## src/include/lc3b_pipe_config.svh

```systemverilog
`ifndef LC3B_PIPE_CONFIG_SVH
`define LC3B_PIPE_CONFIG_SVH

// Datapath width and memory depths in words
`define LC3B_WORD_W      16
`define LC3B_IMEM_WORDS  256
`define LC3B_DMEM_WORDS  256

// APB register offsets
`define LC3B_ADDR_CTRL      12'h000
`define LC3B_ADDR_START_PC  12'h004
`define LC3B_ADDR_STATUS    12'h008
`define LC3B_ADDR_RETIRED   12'h00C

// Window bases, one entry per four-byte slot
`define LC3B_WIN_REG   12'h040
`define LC3B_WIN_IMEM  12'h400
`define LC3B_WIN_DMEM  12'h800

`endif
```

## src/verilog/lc3b_ctrl_pkg.sv

```systemverilog
package lc3b_ctrl_pkg;

    // ALU function, pass forwards operand a
    typedef enum logic [1:0] {
        alu_add,
        alu_and,
        alu_not,
        alu_pass
    } alu_op_e;

    // Second ALU operand
    typedef enum logic [1:0] {
        alumux_reg,
        alumux_imm5,
        alumux_off6
    } alumux_sel_e;

    // Register file write source
    typedef enum logic {
        wbmux_alu,
        wbmux_mem
    } wbmux_sel_e;

    // Phase of the current APB transfer
    typedef enum logic [1:0] {
        apb_idle,
        apb_setup,
        apb_access
    } apb_state_e;

endpackage : lc3b_ctrl_pkg

```

## src/verilog/lc3b_isa_pkg.sv

```systemverilog
`include "lc3b_pipe_config.svh"

package lc3b_isa_pkg;

    // Architectural word and register index
    typedef logic [`LC3B_WORD_W-1:0] word_t;
    typedef logic [2:0] reg_t;

    // Condition code, bit 2 is n, bit 1 is z, bit 0 is p
    typedef logic [2:0] nzp_t;

    // LC-3b opcode field, IR[15:12]
    typedef enum logic [3:0] {
        op_br   = 4'b0000,
        op_add  = 4'b0001,
        op_and  = 4'b0101,
        op_ldr  = 4'b0110,
        op_str  = 4'b0111,
        op_not  = 4'b1001,
        op_jmp  = 4'b1100,
        // Halts the core in this design
        op_trap = 4'b1111
    } opcode_e;

endpackage : lc3b_isa_pkg

```

## src/verilog/lc3b_control_rom.sv

```systemverilog
module lc3b_control_rom (
    input  lc3b_isa_pkg::opcode_e      opcode,
    input  logic                       ir_5,
    output lc3b_ctrl_pkg::alu_op_e     alu_op,
    output lc3b_ctrl_pkg::alumux_sel_e alumux_sel,
    output lc3b_ctrl_pkg::wbmux_sel_e  wbmux_sel,
    output logic                       load_regfile,
    output logic                       load_cc,
    output logic                       d_we_ctl,
    output logic                       is_br,
    output logic                       is_jmp,
    output logic                       is_trap
);

    always_comb begin
        alu_op       = lc3b_ctrl_pkg::alu_pass;
        alumux_sel   = lc3b_ctrl_pkg::alumux_reg;
        wbmux_sel    = lc3b_ctrl_pkg::wbmux_alu;
        load_regfile = 1'b0;
        load_cc      = 1'b0;
        d_we_ctl     = 1'b0;
        is_br        = 1'b0;
        is_jmp       = 1'b0;
        is_trap      = 1'b0;
        case (opcode)
            lc3b_isa_pkg::op_add, lc3b_isa_pkg::op_and: begin
                alu_op = (opcode == lc3b_isa_pkg::op_add) ? lc3b_ctrl_pkg::alu_add
                                                          : lc3b_ctrl_pkg::alu_and;
                // IR[5] picks imm5 over SR2
                alumux_sel   = ir_5 ? lc3b_ctrl_pkg::alumux_imm5 : lc3b_ctrl_pkg::alumux_reg;
                load_regfile = 1'b1;
                load_cc      = 1'b1;
            end
            lc3b_isa_pkg::op_not: begin
                alu_op       = lc3b_ctrl_pkg::alu_not;
                load_regfile = 1'b1;
                load_cc      = 1'b1;
            end
            lc3b_isa_pkg::op_ldr: begin
                alu_op       = lc3b_ctrl_pkg::alu_add;
                alumux_sel   = lc3b_ctrl_pkg::alumux_off6;
                wbmux_sel    = lc3b_ctrl_pkg::wbmux_mem;
                load_regfile = 1'b1;
                load_cc      = 1'b1;
            end
            lc3b_isa_pkg::op_str: begin
                // Store data rides on the second read port
                alu_op     = lc3b_ctrl_pkg::alu_add;
                alumux_sel = lc3b_ctrl_pkg::alumux_off6;
                d_we_ctl   = 1'b1;
            end
            lc3b_isa_pkg::op_br:   is_br = 1'b1;
            lc3b_isa_pkg::op_jmp:  is_jmp = 1'b1;
            lc3b_isa_pkg::op_trap: is_trap = 1'b1;
            default: ;
        endcase
    end

endmodule : lc3b_control_rom

```

## config.mk

```make
export PLATFORM = sky130hd
export DESIGN_NAME = lc3b_control_rom
export DESIGN_NICKNAME = d
export VERILOG_FILES = /design/src/verilog/lc3b_ctrl_pkg.sv /design/src/verilog/lc3b_isa_pkg.sv /design/src/verilog/lc3b_control_rom.sv
export VERILOG_INCLUDE_DIRS = /design/src /design/src/include
export SDC_FILE = /design/constraint.sdc
export NUM_CORES = 1
export LEC_CHECK = 0
export ABC_AREA = 1
export BUFFER_PORTS_ARGS = -buffer_cell sky130_fd_sc_hd__buf_2
export CORE_AREA = 10 10 47 49
export DETAILED_ROUTE_END_ITERATION = 10
export DIE_AREA = 0 0 57 59
export GPL_TIMING_DRIVEN = 0
export PLACE_DENSITY_LB_ADDON = 0.08
export SLEW_MARGIN = 0
export SYNTH_ARGS = -nofsm -noshare
export SYNTH_HDL_FRONTEND = slang
export SYNTH_SLANG_ARGS = --single-unit
```

## constraint.sdc

```tcl
create_clock -name vclk -period 1.7
set_clock_uncertainty 0.15 [all_clocks]
set_input_delay 0.085 -clock vclk [all_inputs]
set_output_delay 0.085 -clock vclk [all_outputs]
set_load 0.005 [all_outputs]
```

==> out/qor.yml <==
status:
  status: "finished, final reports clean"
final_layout:
  antennaDiodeCount: 0
  final-instance-count-excl-fill: 60
  final_layout_size_suffix_gt1_share_pct: 43.2
  most-common-layout-cells: "sky130_fd_sc_hd__buf_2 (16), sky130_fd_sc_hd__inv_1 (8), sky130_fd_sc_hd__nand2_1 (7)"
  clock_buffers: 0
  number_of_nets_in_the_final_layout: 51
  final-seq-area_um2: 0
  layout_commonest_cell: "sky130_fd_sc_hd__buf_2"
  area_growth_pct: 83.3
  flops_and_latches: 0
yosys:
  synthesis.area_per_instance_um2: 4.29
  synthesis.instances: 28
  netlist-cell-type-count: 7
  netlist.top_cell.by_area: "sky130_fd_sc_hd__inv_1"
  post_synthesis_instance_area_um2: 120
  yosysWarningCount: 0
  proportion_of_synthesized_chip_area_in_sequential_cells_pct: 0
  synth.top_cell.area_share_pct: 25.0
  netlist_top_cells_area: "sky130_fd_sc_hd__inv_1 (25%), sky130_fd_sc_hd__nand2_1 (22%), sky130_fd_sc_hd__nor2_1 (19%), sky130_fd_sc_hd__nand3_1 (17%), sky130_fd_sc_hd__nor3_2 (8.3%)"
  synth_fp_nets: 33
route:
  initialDrtViolationCount: 1
  totalWireLength_um: 542
  vias_per_cell: 3.35
  post_drt_wl_per_cell_um: 9.03
  postRouteAntennaNets: 0
  vias: 201
  drc_errors: 0
  drt_first_pass_iters: 2
hold_path:
  holdCritPathClass: "in -> out"
worst_setup_path:
  cpPeakStageDelay_ns: 0.16
  cpMaxStageDelayCell: "sky130_fd_sc_hd__inv_1"
  critical_path.n_buffers_inverters: 4
  critPathArrivalTime_ns: 0.79
  worst-setup-path-type: "in -> out"
  endpoint_kind: "output port"
  worstPathRequired_ns: 1.46
  critical_path.cell_chain: "buf_2 -> inv_1 -> nor2_1 -> nand2_1 -> nand2_1 -> buf_4 -> buf_2"
  worst_path_dominant_cell_family: "buffers and inverters"
  cp-start-kind: "primary input"
  worstPathMaxFanout: 6
pwr:
  fin_total_pwr_uw: 42.9
  switching_part_of_the_total_pct: 55.4
  cellPowerDensity_nw_per_um2: 195
  p_sw_uw: 23.8
  proportion_of_power_drawn_by_flip_flops_and_latches_pct: 0
  clock_power_share_pct: 0
  internal-power_uw: 19.1
  max-vdd-ir-drop_uv: 46.0
  leakage_nw: 0.171
  p_comb_share_pct: 100.0
die:
  core.rowCount: 14
  die_height_um: 59
  core_area_um2: 1400
  die_w_um: 57
  io_pins: 16
  die-area_um2: 3360
  start_util_pct: 8.57
sta:
  final_max_slew_viol_count: 0
  totalNegativeSetupSlack_ns: 0
  timing.final.crit_period_ns: 1.03
  hold_viol: 0
  fraction_of_the_cycle_the_final_worst_path_needs_pct: 60.4
  setup_viol: 0
  fmax_ghz: 0.974
  timing_worst_slew_pin_value_ns: 0.194
  worst_slew_margin_rel_pct: 87.0
  rsz0062_at_grt: "no"
grt:
  grt_util_all_layers_pct: 2.72
  overflow_left_after_global_routing: 0
  grt_max_degree: 7
  grt_antenna_before_repair: 0
  grt_first_pass_wirelength_um: 814
  grt_pass1_vias: 189
placement:
  dpl.cell_count: 60
  routabilityCongestion: 0.666
  port_buffers: 16
  post-dp-hpwl_um: 497
clock_tree:
  hold_buffers: 0
  cts_post_setup_buffers_inserted: 0
  post_cts_resize_count: 0
job:
  timing.max_cap.violations: 0
Yosys cell counts, drive strengths merged:
cell type,count
buf,1
inv,9
nand2,7
nand3,4
nor2,6
nor3,1
per-stage QoR:
step	area (um^2)	setup WS, ns	hold WS [ns]	util (%)
floorplan	120	0.938	0.0907	-
global placement	220	0.659	0.306	15.7
detailed placement	220	0.663	0.305	15.7
CTS	220	0.660	0.305	15.7
global route	220	0.599	0.314	15.7
finish	220	0.674	0.301	15.7
layer usage:
layer | up-vias | global-route usage [%] | wire length, um
met3 | 0 | 1.50 | 65
met1 | 78 | 3.42 | 265
met4 | 0 | 0 | 0
li1 | 113 | - | -
met5 | - | 0 | 0
met2 | 10 | 4.19 | 211
layout make-up:
class                      count  area, um^2
buffer                         1        7.51
fill                         185        1180
inverter                       9        33.8
multi-input combinational     18        78.8
tap                           16        20.0
timing repair buffer          16        80.1
logic make-up after synthesis:
group	count (synthesis)	synth area share, %
buffers and inverters	10	34.4
and+or+nand+nor	18	65.6
power by group through the flow:
stage          registers [mW]  logic (mW)  clock network [mW]
2_1_floorplan               0      0.0213                   0
5_1_grt                     0      0.0491                   0
6_report                    0      0.0429                   0
3_5_place_dp                0      0.0440                   0
3_3_place_gp                0      0.0446                   0
4_1_cts                     0      0.0443                   0
worst paths after layout:
path,startpoint,to,cells past startpoint
setup / recovery,opcode[1],load_regfile,7
hold / removal,ir_5,alumux_sel[0],4
Note: power is estimated with default switching activity, not from simulation.
