<file path="src/include/lc3b_pipe_config.svh">
`ifndef LC3B_PIPE_CONFIG_SVH
`define LC3B_PIPE_CONFIG_SVH

// Datapath width and memory depths in words
`define LC3B_WORD_W      16
`define LC3B_IMEM_WORDS  256
`define LC3B_DMEM_WORDS  256

// APB register offsets
`define LC3B_ADDR_CTRL      12'h000
`define LC3B_ADDR_START_PC  12'h004
`define LC3B_ADDR_STATUS    12'h008
`define LC3B_ADDR_RETIRED   12'h00C

// Window bases, one entry per four-byte slot
`define LC3B_WIN_REG   12'h040
`define LC3B_WIN_IMEM  12'h400
`define LC3B_WIN_DMEM  12'h800

`endif
</file>
<file path="src/verilog/lc3b_isa_pkg.sv">
`include "lc3b_pipe_config.svh"

package lc3b_isa_pkg;

    // Architectural word and register index
    typedef logic [`LC3B_WORD_W-1:0] word_t;
    typedef logic [2:0] reg_t;

    // Condition code, bit 2 is n, bit 1 is z, bit 0 is p
    typedef logic [2:0] nzp_t;

    // LC-3b opcode field, IR[15:12]
    typedef enum logic [3:0] {
        op_br   = 4'b0000,
        op_add  = 4'b0001,
        op_and  = 4'b0101,
        op_ldr  = 4'b0110,
        op_str  = 4'b0111,
        op_not  = 4'b1001,
        op_jmp  = 4'b1100,
        // Halts the core in this design
        op_trap = 4'b1111
    } opcode_e;

endpackage : lc3b_isa_pkg

</file>
<file path="src/verilog/lc3b_mem.sv">
module lc3b_mem #(
    parameter int DEPTH = 256
) (
    input  logic                       clk,
    input  logic [$clog2(DEPTH)-1:0]   core_addr,
    input  lc3b_isa_pkg::word_t        core_wdata,
    input  logic                       core_we,
    output lc3b_isa_pkg::word_t        core_rdata,
    input  logic [$clog2(DEPTH)-1:0]   apb_addr,
    input  lc3b_isa_pkg::word_t        apb_wdata,
    input  logic                       apb_we,
    output lc3b_isa_pkg::word_t        apb_rdata
);

    lc3b_isa_pkg::word_t mem [DEPTH];

    // APB writes only happen with the core stopped, so they win
    always_ff @(posedge clk) begin
        if (apb_we) begin
            mem[apb_addr] <= apb_wdata;
        end else if (core_we) begin
            mem[core_addr] <= core_wdata;
        end
    end

    // Core read takes one cycle
    always_ff @(posedge clk) begin
        core_rdata <= mem[core_addr];
    end

    // Window reads complete in the access phase
    assign apb_rdata = mem[apb_addr];

endmodule : lc3b_mem

</file>
<file path="config.mk">
export PLATFORM = sky130hd
export DESIGN_NAME = lc3b_mem
export DESIGN_NICKNAME = d
export VERILOG_FILES = /design/src/verilog/lc3b_isa_pkg.sv /design/src/verilog/lc3b_mem.sv
export VERILOG_INCLUDE_DIRS = /design/src /design/src/include
export SDC_FILE = /design/constraint.sdc
export NUM_CORES = 2
export LEC_CHECK = 0
export BUFFER_PORTS_ARGS = -buffer_cell sky130_fd_sc_hd__buf_4
export CAP_MARGIN = 20
export CORE_MARGIN = 3
export CORE_UTILIZATION = 25
export DETAILED_ROUTE_END_ITERATION = 8
export HOLD_SLACK_MARGIN = 0.12
export PLACE_DENSITY_LB_ADDON = 0.05
export SYNTH_ARGS = -nofsm -noshare
export SYNTH_HDL_FRONTEND = slang
export SYNTH_SLANG_ARGS = --single-unit
</file>
<file path="constraint.sdc">
create_clock -name clk -period 11.19 [get_ports clk]
set_clock_uncertainty 0.1 [all_clocks]
set_input_delay 1.6785 -clock clk [delete_from_list [all_inputs] [get_ports clk]]
set_output_delay 1.6785 -clock clk [all_outputs]
set_load 0.01 [all_outputs]
</file>
==> Flow_metrics.wiki <==
{| class="wikitable"
! Metric !! Value
|-
| Core ar. || 770000 sq um
|-
| Overflow left after global routing || 0
|-
| Post-synthesis area per instance || 18.4 sq um
|-
| Highest-delay cell along the critical path || a22oi_1
|-
| Final Max Tran Viols || 1
|-
| Count of pins on the block boundary || 83
|-
| Leakage power || 0.0710 uW
|-
| Least-Margin Pin Slew || 1.51 ns
|-
| Total Die Area || 785000 sq um
|-
| Yosys warns || 0
|-
| Filler cells || 75800
|-
| Number of buffers added on ports || 82
|-
| Clock network latency to the later pin of the worst-skew pair || 1.13 ns
|-
| Unrepaired setup endpoints after global routing || no
|-
| Worst rel slew slack || -0.408%
|-
| Total via count after detailed routing || 118000
|-
| Hold-fix buffers at CTS || 0
|-
| Synth async-reset ratio || 0%
|-
| Synth top area share || 63.5%
|-
| Power per standard cell area || 167 nW/um^2
|-
| Hold path startpoint || core_wdata[4]
|-
| Maximum Capacitance Violations || 0
|-
| Average wire length per cell after detail routing || 44.3 um
|-
| Clock tree from TritonCTS || done
|-
| Ordered cell list for the critical path || buf_16 > buf_12 > buf_4 > mux2i_1 > o221ai_1 > o22ai_1 > a22oi_1 > nand3_1 > nor4_2 > buf_4 > buf_4
|-
| Effective utilization at floorplan || 25.1%
|-
| Place WS || 2.13 ns
|-
| Final weighted congestion in routability-driven placement || 0.855
|-
| Worst path arrival time || 7.27 ns
|-
| Worst reg2reg setup slack || 6.77 ns
|-
| Final setup violating endpoints || 0
|-
| Minimum clock period || 9.05 ns
|-
| Final layout net count || 11000
|-
| Endpoints failing hold || 0
|-
| Library cell occupying the most area in the post-synthesis netlist || edfxtp_1
|-
| Clock sinks || 4112
|-
| Overall track demand over capacity in global routing || 23.7%
|-
| Global-route wire length before repair || 1240000 um
|-
| Most instantiated library cell after synthesis || edfxtp_1
|-
| Count of antenna-violating nets left after detailed routing || 0
|-
| Post-synthesis instance total || 10500
|-
| # Post-CTS Setup Buffers || 0
|-
| Resized Gates After CTS || 0
|-
| Root Buffer || clkbuf_16
|-
| Share of layout cells above drive strength 1 || 30.2%
|-
| Maximum VDD drop || 0.160 mV
|-
| Tot Pwr || 37700 uW
|-
| Drt first-iter violations || 14000
|-
| Post-detailed-placement half-perimeter wirelength || 640000 um
|-
| Accumulated negative setup slack || 0 ns
|-
| Count of unique library cells instantiated by Yosys || 80
|-
| Final Routed Wirelength || 958000 um
|-
| Commonest cells in the synthesized netlist || 4096 x edfxtp_1, 1476 x mux4_2, 1185 x mux2i_1
|-
| Die Span Y || 886 um
|-
| Status || complete, but fails checks
|-
| Hold Crit Class || input pin to flip-flop
|-
| Portion of the clock cycle consumed by the worst path in the final layout || 80.9%
|-
| CP max stage delay || 1.01 ns
|-
| Crit Path Max Fanout || 70
|-
| Clock transition at the register clock pins on the worst setup and hold paths after CTS || 0.06 ns
|-
| Crit path capture type || output port
|-
| Worst-case reg-to-reg path depth || 6
|-
| Syn Nets || 10600
|-
| Worst hold endpoint || mem[190][4]
|-
| Vias in the first global route || 119000
|-
| Startpoint-to-endpoint class of the critical path || input pin to output port
|-
| Std cell rows || 322
|-
| Most used flip-flop cell after synthesis || edfxtp_1
|-
| Post-synthesis sequential area ratio || 63.7%
|-
| Buffer depth of the longest clock path || 4
|-
| Drt pass-1 iters || 7
|-
| CTS buffer count || 530
|-
| Min setup slack post-route || 2.14 ns
|-
| Drt via density || 5.48
|-
| Maximum number of pins on one net before global-route repair || 113
|-
| Capturing point of the worst reg2reg path || core_rdata[10]
|-
| Max frequency || 0.110 GHz
|-
| Failing checks || max-slew violations
|-
| Synthesis-to-finish area growth || 16.8%
|-
| Worst setup SP type || input pin
|-
| Synthesized cell area || 194000 sq um
|-
| Antenna violations before repair || 107
|-
| Largest cells by area after synthesis || edfxtp_1 64%, mux4_2 17%, mux2i_1 6.1%
|-
| Reg-to-Reg Start || mem[237][10]
|-
| Total of flip-flops plus latches after synthesis || 4112
|-
| Data required time at the worst endpoint || 9.41 ns
|-
| Number of enable flip-flop cells after synthesis || 4096
|-
| Cell repeated most along the worst path || buf_4
|-
| Die width || 886 um
|-
| CTS HTree Levels || 6
|-
| Min-Delay Path Depth || 2
|-
| Residual DRC count || 0
|}
-- routing by layer --
| layer | wire [um] | vias to the layer above | track usage [%] |
|---|---|---|---|
| met3 | 57200 | 1036 | 3.92 |
| met4 | 34500 | 12 | 7.31 |
| met5 | 84 | - | 0 |
| met1 | 414000 | 66300 | 32.3 |
| met2 | 453000 | 4879 | 38.6 |
| li1 | - | 46200 | - |
-- cell families after synthesis --
group | after synthesis | share of synthesized area (%)
DFF | 4112 | 63.7
muxes | 2796 | 24.6
buffers and inverters | 863 | 3.11
AOI/OAI and AO/OA | 1593 | 5.80
and+or+nand+nor | 1174 | 2.85
-- area by class of cell --
class	instances	area [sq um]	area share, %
flip-flops and latches	4112	123000	54.5
repair buffers	748	6590	2.91
inverters	5	41.3	0.0183
well taps	10200	12800	5.65
clock buffers	664	14200	6.29
clock inverters	273	2510	1.11
diodes	52	130	0.0575
multi-input cells	5563	66600	29.4
-- where the power goes --
| part | internal (uW) | switching (uW) |
|---|---|---|
| Sequential | 17100 | 31.5 |
| Clock | 9770 | 7060 |
| Combinational | 1060 | 2590 |
| Total | 28000 | 9680 |
-- worst max-delay path: cells and delay by family --
kind            cells  cell delay, ns
compound gates      3            2.02
buf+inv             5            1.73
mux                 1            0.14
simple gates        2            1.16
-- layout by cell type (no fill, tap or decap), drive strengths merged, types with 96 or more instances in the layout --
cell type | Yosys | layout
nand2 | 257 | 257
o22ai | 210 | 210
a21oi | 293 | 293
mux4 | 1539 | 1539
buf | 553 | 746
clkinv | 0 | 206
mux2i | 1185 | 1185
clkbuf | 302 | 666
nor2 | 430 | 430
edfxtp | 4096 | 4096
o221ai | 337 | 337
o21ai | 166 | 166
a22oi | 194 | 194
nand3 | 96 | 96
-- state kept, by name, summed over array words and instances, names as in the netlist --
register / cells
mem: 4096
core_rdata: 16
-- metrics by stage --
stage	instances	hold slack, ns	cell area, sq um	utilization, %
finish	21600	1.02	226000	29.4
global route	21600	1.00	226000	29.3
CTS	21600	0.948	226000	29.3
detailed placement	20600	1.04	209000	27.1
global placement	20600	1.03	209000	27.1
floorplan	10500	0.748	194000	-
-- worst max-delay path by stage --
stage,to,slack [ns],from
4_1_cts,apb_rdata[5],2.12,apb_addr[0]
6_report,apb_rdata[5],2.14,apb_addr[0]
3_3_place_gp,apb_rdata[0],1.26,apb_addr[0]
2_1_floorplan,apb_rdata[15],5.60,apb_addr[2]
5_1_grt,apb_rdata[5],2.02,apb_addr[0]
3_5_place_dp,apb_rdata[5],2.13,apb_addr[0]
Note: power is estimated with default switching activity, not from simulation.
