--- config.mk ---
export PLATFORM = sky130hd
export DESIGN_NAME = lc3b_apb_regs
export DESIGN_NICKNAME = d
export VERILOG_FILES = /design/src/verilog/lc3b_ctrl_pkg.sv /design/src/verilog/lc3b_isa_pkg.sv /design/src/verilog/lc3b_apb_regs.sv
export VERILOG_INCLUDE_DIRS = /design/src /design/src/include
export SDC_FILE = /design/constraint.sdc
export NUM_CORES = 1
export LEC_CHECK = 0
export BUFFER_PORTS_ARGS = -buffer_cell sky130_fd_sc_hd__buf_2
export CAP_MARGIN = 20
export CELL_PAD_IN_SITES_DETAIL_PLACEMENT = 1
export CELL_PAD_IN_SITES_GLOBAL_PLACEMENT = 2
export CORE_MARGIN = 2
export CORE_UTILIZATION = 24
export CTS_BUF_LIST = sky130_fd_sc_hd__clkbuf_16
export DETAILED_ROUTE_END_ITERATION = 16
export MAX_ROUTING_LAYER = met4
export PLACE_DENSITY = 0.89
export SETUP_SLACK_MARGIN = 0.4
export SLEW_MARGIN = 40
export SYNTH_ARGS = -nofsm -noshare
export SYNTH_HDL_FRONTEND = slang
export SYNTH_SLANG_ARGS = --single-unit
export TNS_END_PERCENT = 1
--- constraint.sdc ---
create_clock -name clk -period 4.7 [get_ports clk]
set_input_delay 1.41 -clock clk [delete_from_list [all_inputs] [get_ports clk]]
set_output_delay 1.41 -clock clk [all_outputs]
set_load 0.02 [all_outputs]
--- src/include/lc3b_pipe_config.svh ---
`ifndef LC3B_PIPE_CONFIG_SVH
`define LC3B_PIPE_CONFIG_SVH

// Datapath width and memory depths in words
`define LC3B_WORD_W      16
`define LC3B_IMEM_WORDS  256
`define LC3B_DMEM_WORDS  256

// APB register offsets
`define LC3B_ADDR_CTRL      12'h000
`define LC3B_ADDR_START_PC  12'h004
`define LC3B_ADDR_STATUS    12'h008
`define LC3B_ADDR_RETIRED   12'h00C

// Window bases, one entry per four-byte slot
`define LC3B_WIN_REG   12'h040
`define LC3B_WIN_IMEM  12'h400
`define LC3B_WIN_DMEM  12'h800

`endif
--- src/verilog/lc3b_ctrl_pkg.sv ---
package lc3b_ctrl_pkg;

    // ALU function, pass forwards operand a
    typedef enum logic [1:0] {
        alu_add,
        alu_and,
        alu_not,
        alu_pass
    } alu_op_e;

    // Second ALU operand
    typedef enum logic [1:0] {
        alumux_reg,
        alumux_imm5,
        alumux_off6
    } alumux_sel_e;

    // Register file write source
    typedef enum logic {
        wbmux_alu,
        wbmux_mem
    } wbmux_sel_e;

    // Phase of the current APB transfer
    typedef enum logic [1:0] {
        apb_idle,
        apb_setup,
        apb_access
    } apb_state_e;

endpackage : lc3b_ctrl_pkg

--- src/verilog/lc3b_isa_pkg.sv ---
`include "lc3b_pipe_config.svh"

package lc3b_isa_pkg;

    // Architectural word and register index
    typedef logic [`LC3B_WORD_W-1:0] word_t;
    typedef logic [2:0] reg_t;

    // Condition code, bit 2 is n, bit 1 is z, bit 0 is p
    typedef logic [2:0] nzp_t;

    // LC-3b opcode field, IR[15:12]
    typedef enum logic [3:0] {
        op_br   = 4'b0000,
        op_add  = 4'b0001,
        op_and  = 4'b0101,
        op_ldr  = 4'b0110,
        op_str  = 4'b0111,
        op_not  = 4'b1001,
        op_jmp  = 4'b1100,
        // Halts the core in this design
        op_trap = 4'b1111
    } opcode_e;

endpackage : lc3b_isa_pkg

--- src/verilog/lc3b_apb_regs.sv ---
`include "lc3b_pipe_config.svh"

module lc3b_apb_regs (
    input  logic                clk,
    input  logic                rst_n,
    input  logic                psel,
    input  logic                penable,
    input  logic                pwrite,
    input  logic [11:0]         paddr,
    input  lc3b_isa_pkg::word_t pwdata,
    output lc3b_isa_pkg::word_t prdata,
    output logic                pready,
    output logic                pslverr,
    output logic                run,
    output logic                launch,
    output lc3b_isa_pkg::word_t start_pc,
    input  logic                retire,
    input  logic                halt,
    output logic                imem_we,
    output logic                dmem_we,
    output logic [7:0]          mem_addr,
    output lc3b_isa_pkg::word_t mem_wdata,
    input  lc3b_isa_pkg::word_t imem_rdata,
    input  lc3b_isa_pkg::word_t dmem_rdata,
    output lc3b_isa_pkg::reg_t  dbg_reg,
    input  lc3b_isa_pkg::word_t dbg_data
);

    lc3b_ctrl_pkg::apb_state_e apb_state;
    logic wr_en, imem_hit, dmem_hit, regwin_hit, locked, halted;
    lc3b_isa_pkg::word_t retired;

    always_comb begin
        if (!psel) begin
            apb_state = lc3b_ctrl_pkg::apb_idle;
        end else if (!penable) begin
            apb_state = lc3b_ctrl_pkg::apb_setup;
        end else begin
            apb_state = lc3b_ctrl_pkg::apb_access;
        end
    end

    // Address decode, 1 KB per memory window
    assign imem_hit   = (paddr & 12'hC00) == `LC3B_WIN_IMEM;
    assign dmem_hit   = (paddr & 12'hC00) == `LC3B_WIN_DMEM;
    assign regwin_hit = (paddr & 12'hFE0) == `LC3B_WIN_REG;

    assign wr_en   = (apb_state == lc3b_ctrl_pkg::apb_access) && pwrite;
    // Memories and the start PC are frozen while the core runs
    assign locked  = run && (imem_hit || dmem_hit || paddr == `LC3B_ADDR_START_PC);
    assign pslverr = wr_en && locked;
    assign pready  = 1'b1;

    assign imem_we   = wr_en && imem_hit && !run;
    assign dmem_we   = wr_en && dmem_hit && !run;
    assign mem_addr  = paddr[9:2];
    assign mem_wdata = pwdata;
    assign dbg_reg   = paddr[4:2];

    always_ff @(posedge clk or negedge rst_n) begin
        if (!rst_n) begin
            run      <= 1'b0;
            launch   <= 1'b0;
            halted   <= 1'b0;
            start_pc <= '0;
            retired  <= '0;
        end else begin
            launch <= 1'b0;
            if (launch) begin
                retired <= '0;
                halted  <= 1'b0;
            end else if (retire) begin
                retired <= retired + 1'b1;
            end
            // Halt beats a CTRL write in the same cycle
            if (halt) begin
                run    <= 1'b0;
                halted <= 1'b1;
            end else if (wr_en && paddr == `LC3B_ADDR_CTRL) begin
                run    <= pwdata[0];
                launch <= pwdata[0] && !run;
            end
            if (wr_en && paddr == `LC3B_ADDR_START_PC && !run) begin
                start_pc <= pwdata;
            end
        end
    end

    always_comb begin
        prdata = '0;
        if (imem_hit) begin
            prdata = imem_rdata;
        end else if (dmem_hit) begin
            prdata = dmem_rdata;
        end else if (regwin_hit) begin
            prdata = dbg_data;
        end else begin
            case (paddr)
                `LC3B_ADDR_CTRL:     prdata = lc3b_isa_pkg::word_t'(run);
                `LC3B_ADDR_START_PC: prdata = start_pc;
                `LC3B_ADDR_STATUS:   prdata = lc3b_isa_pkg::word_t'({run, halted});
                `LC3B_ADDR_RETIRED:  prdata = retired;
                default:             prdata = '0;
            endcase
        end
    end

endmodule : lc3b_apb_regs

==> summary.md <==
| Metric | Value |
|---|---|
| Clock latency on the worst-skew pair | `0.28 ns` |
| Clock power share | `36.5%` |
| CP Launch Type | `input pin` |
| TritonCTS Buffers | `5` |
| Total gr overflow | `0` |
| Met2 Wirelength | `4340 um` |
| Ant diodes | `0` |
| Die area | `11300 um^2` |
| Setup TNS | `0 ns` |
| Worst-Margin Slew | `0.783 ns` |
| Status | `finished clean` |
| Internal power | `706 uW` |
| Max-cap violations | `0` |
| Final hold vios | `0` |
| Post-Syn Instances | `256` |
| P_leak | `1.83 nW` |
| Clk pin slew, worst setup/hold paths | `0.05 ns` |
| Pre-antenna DRT Iters | `4` |
| FILL cells | `1226` |
| Cell class contributing the biggest share of worst-path delay | `simple AND/OR/NAND/NOR gates` |
| Layout Cells excl Fill | `519` |
| DR iter-0 viols | `84` |
| Inst Count DP | `502` |
| Wl on met1 | `3620 um` |
| Synthesized area per cell | `9.80 um^2` |
| CTS HTree Levels | `2` |
| CTS Hold Bufs | `0` |
| Hold Path Depth | `1` |
| Vias in the first global route | `2666` |
| Crit path time final | `4.46 ns` |
| Peak supply drop | `118 uV` |
| Largest net degree at the start of global routing | `36` |
| Reg power frac | `36.3%` |
| Post-synthesis sequential area ratio | `a little over a third` |
| Crit path cell chain | `buf_8 > inv_4 > ha_4 > or3b_4 > nor4_4 > buf_6 > buf_12 > a221oi_2 > nor2_1 > buf_4` |
| Sw Ratio | `31.0%` |
| Width of the die | `106 um` |
| Tot GR Track Use | `15.8%` |
| Tcrit/Tclk final | `95.0%` |
| CP max stage delay | `around 0.42 ns` |
| Crit end category | `primary output` |
| Slew HR | `47.8%` |
| Pwr/cell area | `280 nW/um^2` |
| Highest routed layer | `met4` |
| Fraction of layout cells with a size suffix above 1 | `approximately 60%` |
| Critical path class | `in -> out` |
| R2r endpoint | `retired[15]` |
| DRC violations left | `0` |
| First-pass GRT wire length | `13700 um` |
| Worst-path fanout max | `7` |
| IO Port Bufs | `146` |
| Antenna-violating nets left | `0` |
| DR vias/cell | `4.77` |
| TritonCTS clock tree | `yes` |
| Most frequent cells in the layout | `buf_2 (127), dfrtp_1 (35), nor2_1 (27)` |
| Slowest-stage cell, CP | `or3b_4` |
| Initial antenna violation count | `0` |
| R2R cell count | `4` |
| Nets | `roughly 470` |
| Layout area overhead | `45.9%` |
| Clock Sinks | `35` |
| # rows | `37` |
| DP HPWL | `6410 um` |
| Worst R2R Setup Slack | `2.36 ns` |
| Class of the worst hold path | `reg -> reg` |
| Clock Skew | `0.00589 ns` |
| Net load switching power | `between 300 and 400 uW` |
| Maximum clock frequency | `between 200 and 250 MHz` |
| Core area | `10200 um^2` |
| Worst path arrival time | `3.05 ns` |
| Die H | `106 um` |
| #FFs+latches synth | `35` |
| Initial Util | `24.5%` |
| Routed WL per cell | `16.6 um` |
| RSZ-0062 raised after global routing | `yes` |
| RePlAce Congestion | `0.814` |
| Final WL | `8620 um` |
| Min-delay src | `halted` |
| Via count of the routed design | `2477` |
| CP required | `3.29 ns` |
| Num ports | `148` |
| Combinational share of power | `27.1%` |
| Yosys warning total | `0` |
| Total Power | `1.02 mW` |
| Netlist cell types | `41` |
| Pins Over Slew Limit | `0` |
| Commonest non-fill, non-tap cell in the layout | `buf_2` |
| WHS Endpoint | `halted` |
| Syn nets | `343` |
| Metal3 WL | `between 500 and 600 um` |
| CP Buf/Inv Count | `5` |
| RR Startpoint | `launch` |
| Setup violators final | `0` |
| Clock tree buffer depth | `2` |
| Clk root buf | `clkbuf_16` |
| Synthesized area | `around 2500 um^2` |
[worst max-delay path by stage]
stage,from,to,slack (ns),cells past startpoint
3_5_place_dp,paddr[10],prdata[3],0.10,9
3_3_place_gp,paddr[10],prdata[13],0.17,9
2_1_floorplan,paddr[10],prdata[4],0.32,7
6_report,paddr[11],prdata[3],0.24,10
4_1_cts,paddr[9],prdata[3],0.29,8
5_1_grt,paddr[9],prdata[1],0.18,7
[metal layers]
metal  global-route usage, %  vias up
met5                       -        -
met4                    4.32        0
met3                    2.76       12
met2                    26.7      107
met1                    19.5     1200
li1                        -     1158
[cell type report]
cell class                      count  area [um^2]  share of cell area, %
Tap cell                          136          170                   4.65
Multi-Input combinational cell    172         1440                   39.4
Clock buffer                        5          125                   3.42
Clock inverter                      3         38.8                   1.06
Sequential cell                    35          876                   23.9
Timing Repair Buffer              159          972                   26.5
Inverter                            9         38.8                   1.06
[timing repair]
item / in CTS / in global routing
pin swaps: 18 / 9
gates cloned: 1 / 0
setup buffers: 4 / 4
gates resized for setup: 33 / 18
setup endpoints to repair: 17 / 17
[registers in the layout, indices dropped and copies added (netlist names)]
name,cells
halted,1
launch,1
retired,16
run,1
start_pc,16
[power by group through the flow]
| stage | registers [mW] | logic, mW | clock network (mW) |
|---|---|---|---|
| floorplan | 0.364 | 0.173 | 0 |
| global placement | 0.372 | 0.244 | 0 |
| detailed placement | 0.378 | 0.252 | 0 |
| CTS | 0.373 | 0.270 | 0.381 |
| global route | 0.378 | 0.309 | 0.394 |
| finish | 0.372 | 0.278 | 0.374 |
[cells by family (layout without fill, tap and decap cells)]
kind of cell / after synthesis / after routing / synth area share [%]
buffers and inverters: 49 / 176 / 12.0
other: 1 / 1 / 0.149
AOI/OAI and AO/OA: 40 / 40 / 11.5
and+or+nand+nor: 79 / 79 / 17.2
DFF: 35 / 35 / 34.9
muxes: 36 / 36 / 18.0
xor gates and xnor gates: 12 / 12 / 4.19
adders and majority gates: 4 / 4 / 1.99
[through the flow]
step | cell area [um^2] | worst slack, ns | util, % | hold slack [ns]
after detailed placement | 3220 | 0.105 | 31.5 | 0.466
final | 3660 | 0.237 | 35.8 | 0.475
after global routing | 3660 | 0.177 | 35.8 | 0.499
after CTS | 3560 | 0.294 | 34.8 | 0.478
after global placement | 3220 | 0.170 | 31.5 | 0.455
after floorplan | 2550 | 0.324 | - | 0.444
[cell usage after synthesis]
cell	instances	area share, %
a21o_1	1	0.30
a21oi_1	4	0.80
a221oi_1	16	5.6
a22o_1	1	0.35
and2_1	1	0.25
buf_2	1	0.20
buf_4	29	8.7
buf_6	1	0.45
clkbuf_1	9	1.3
clkinv_1	1	0.15
conb_1	1	0.15
dfrtp_1	35	35
ha_1	4	2.0
inv_1	8	1.2
mux2_2	23	10
mux2_4	10	6.0
mux2i_1	2	0.80
mux4_2	1	0.90
nand2_1	5	0.75
nand3_1	7	1.4
nand3_4	1	0.70
nand4_1	3	0.75
nor2_1	37	5.5
nor2b_1	3	0.75
nor3_1	5	1.0
nor3_4	1	0.65
nor3b_1	1	0.30
nor4_1	6	1.5
nor4_2	1	0.50
nor4b_4	1	0.95
nor4bb_1	1	0.40
o2111ai_1	1	0.35
o21ai_0	2	0.40
o22ai_1	15	3.7
or2_2	2	0.50
or3_1	1	0.25
or3b_1	1	0.35
or4_1	1	0.30
or4_4	1	0.45
xnor2_1	10	3.5
xor2_1	2	0.70
[worst reg2reg max path, cell delays in order, from the launching register on]
cell	delay, ns
dfrtp_1	0.85
o21ai_0	0.37
nor3_1	0.52
nand3_1	0.18
mux2_2	0.30
Power figures use the tool's default switching activity.
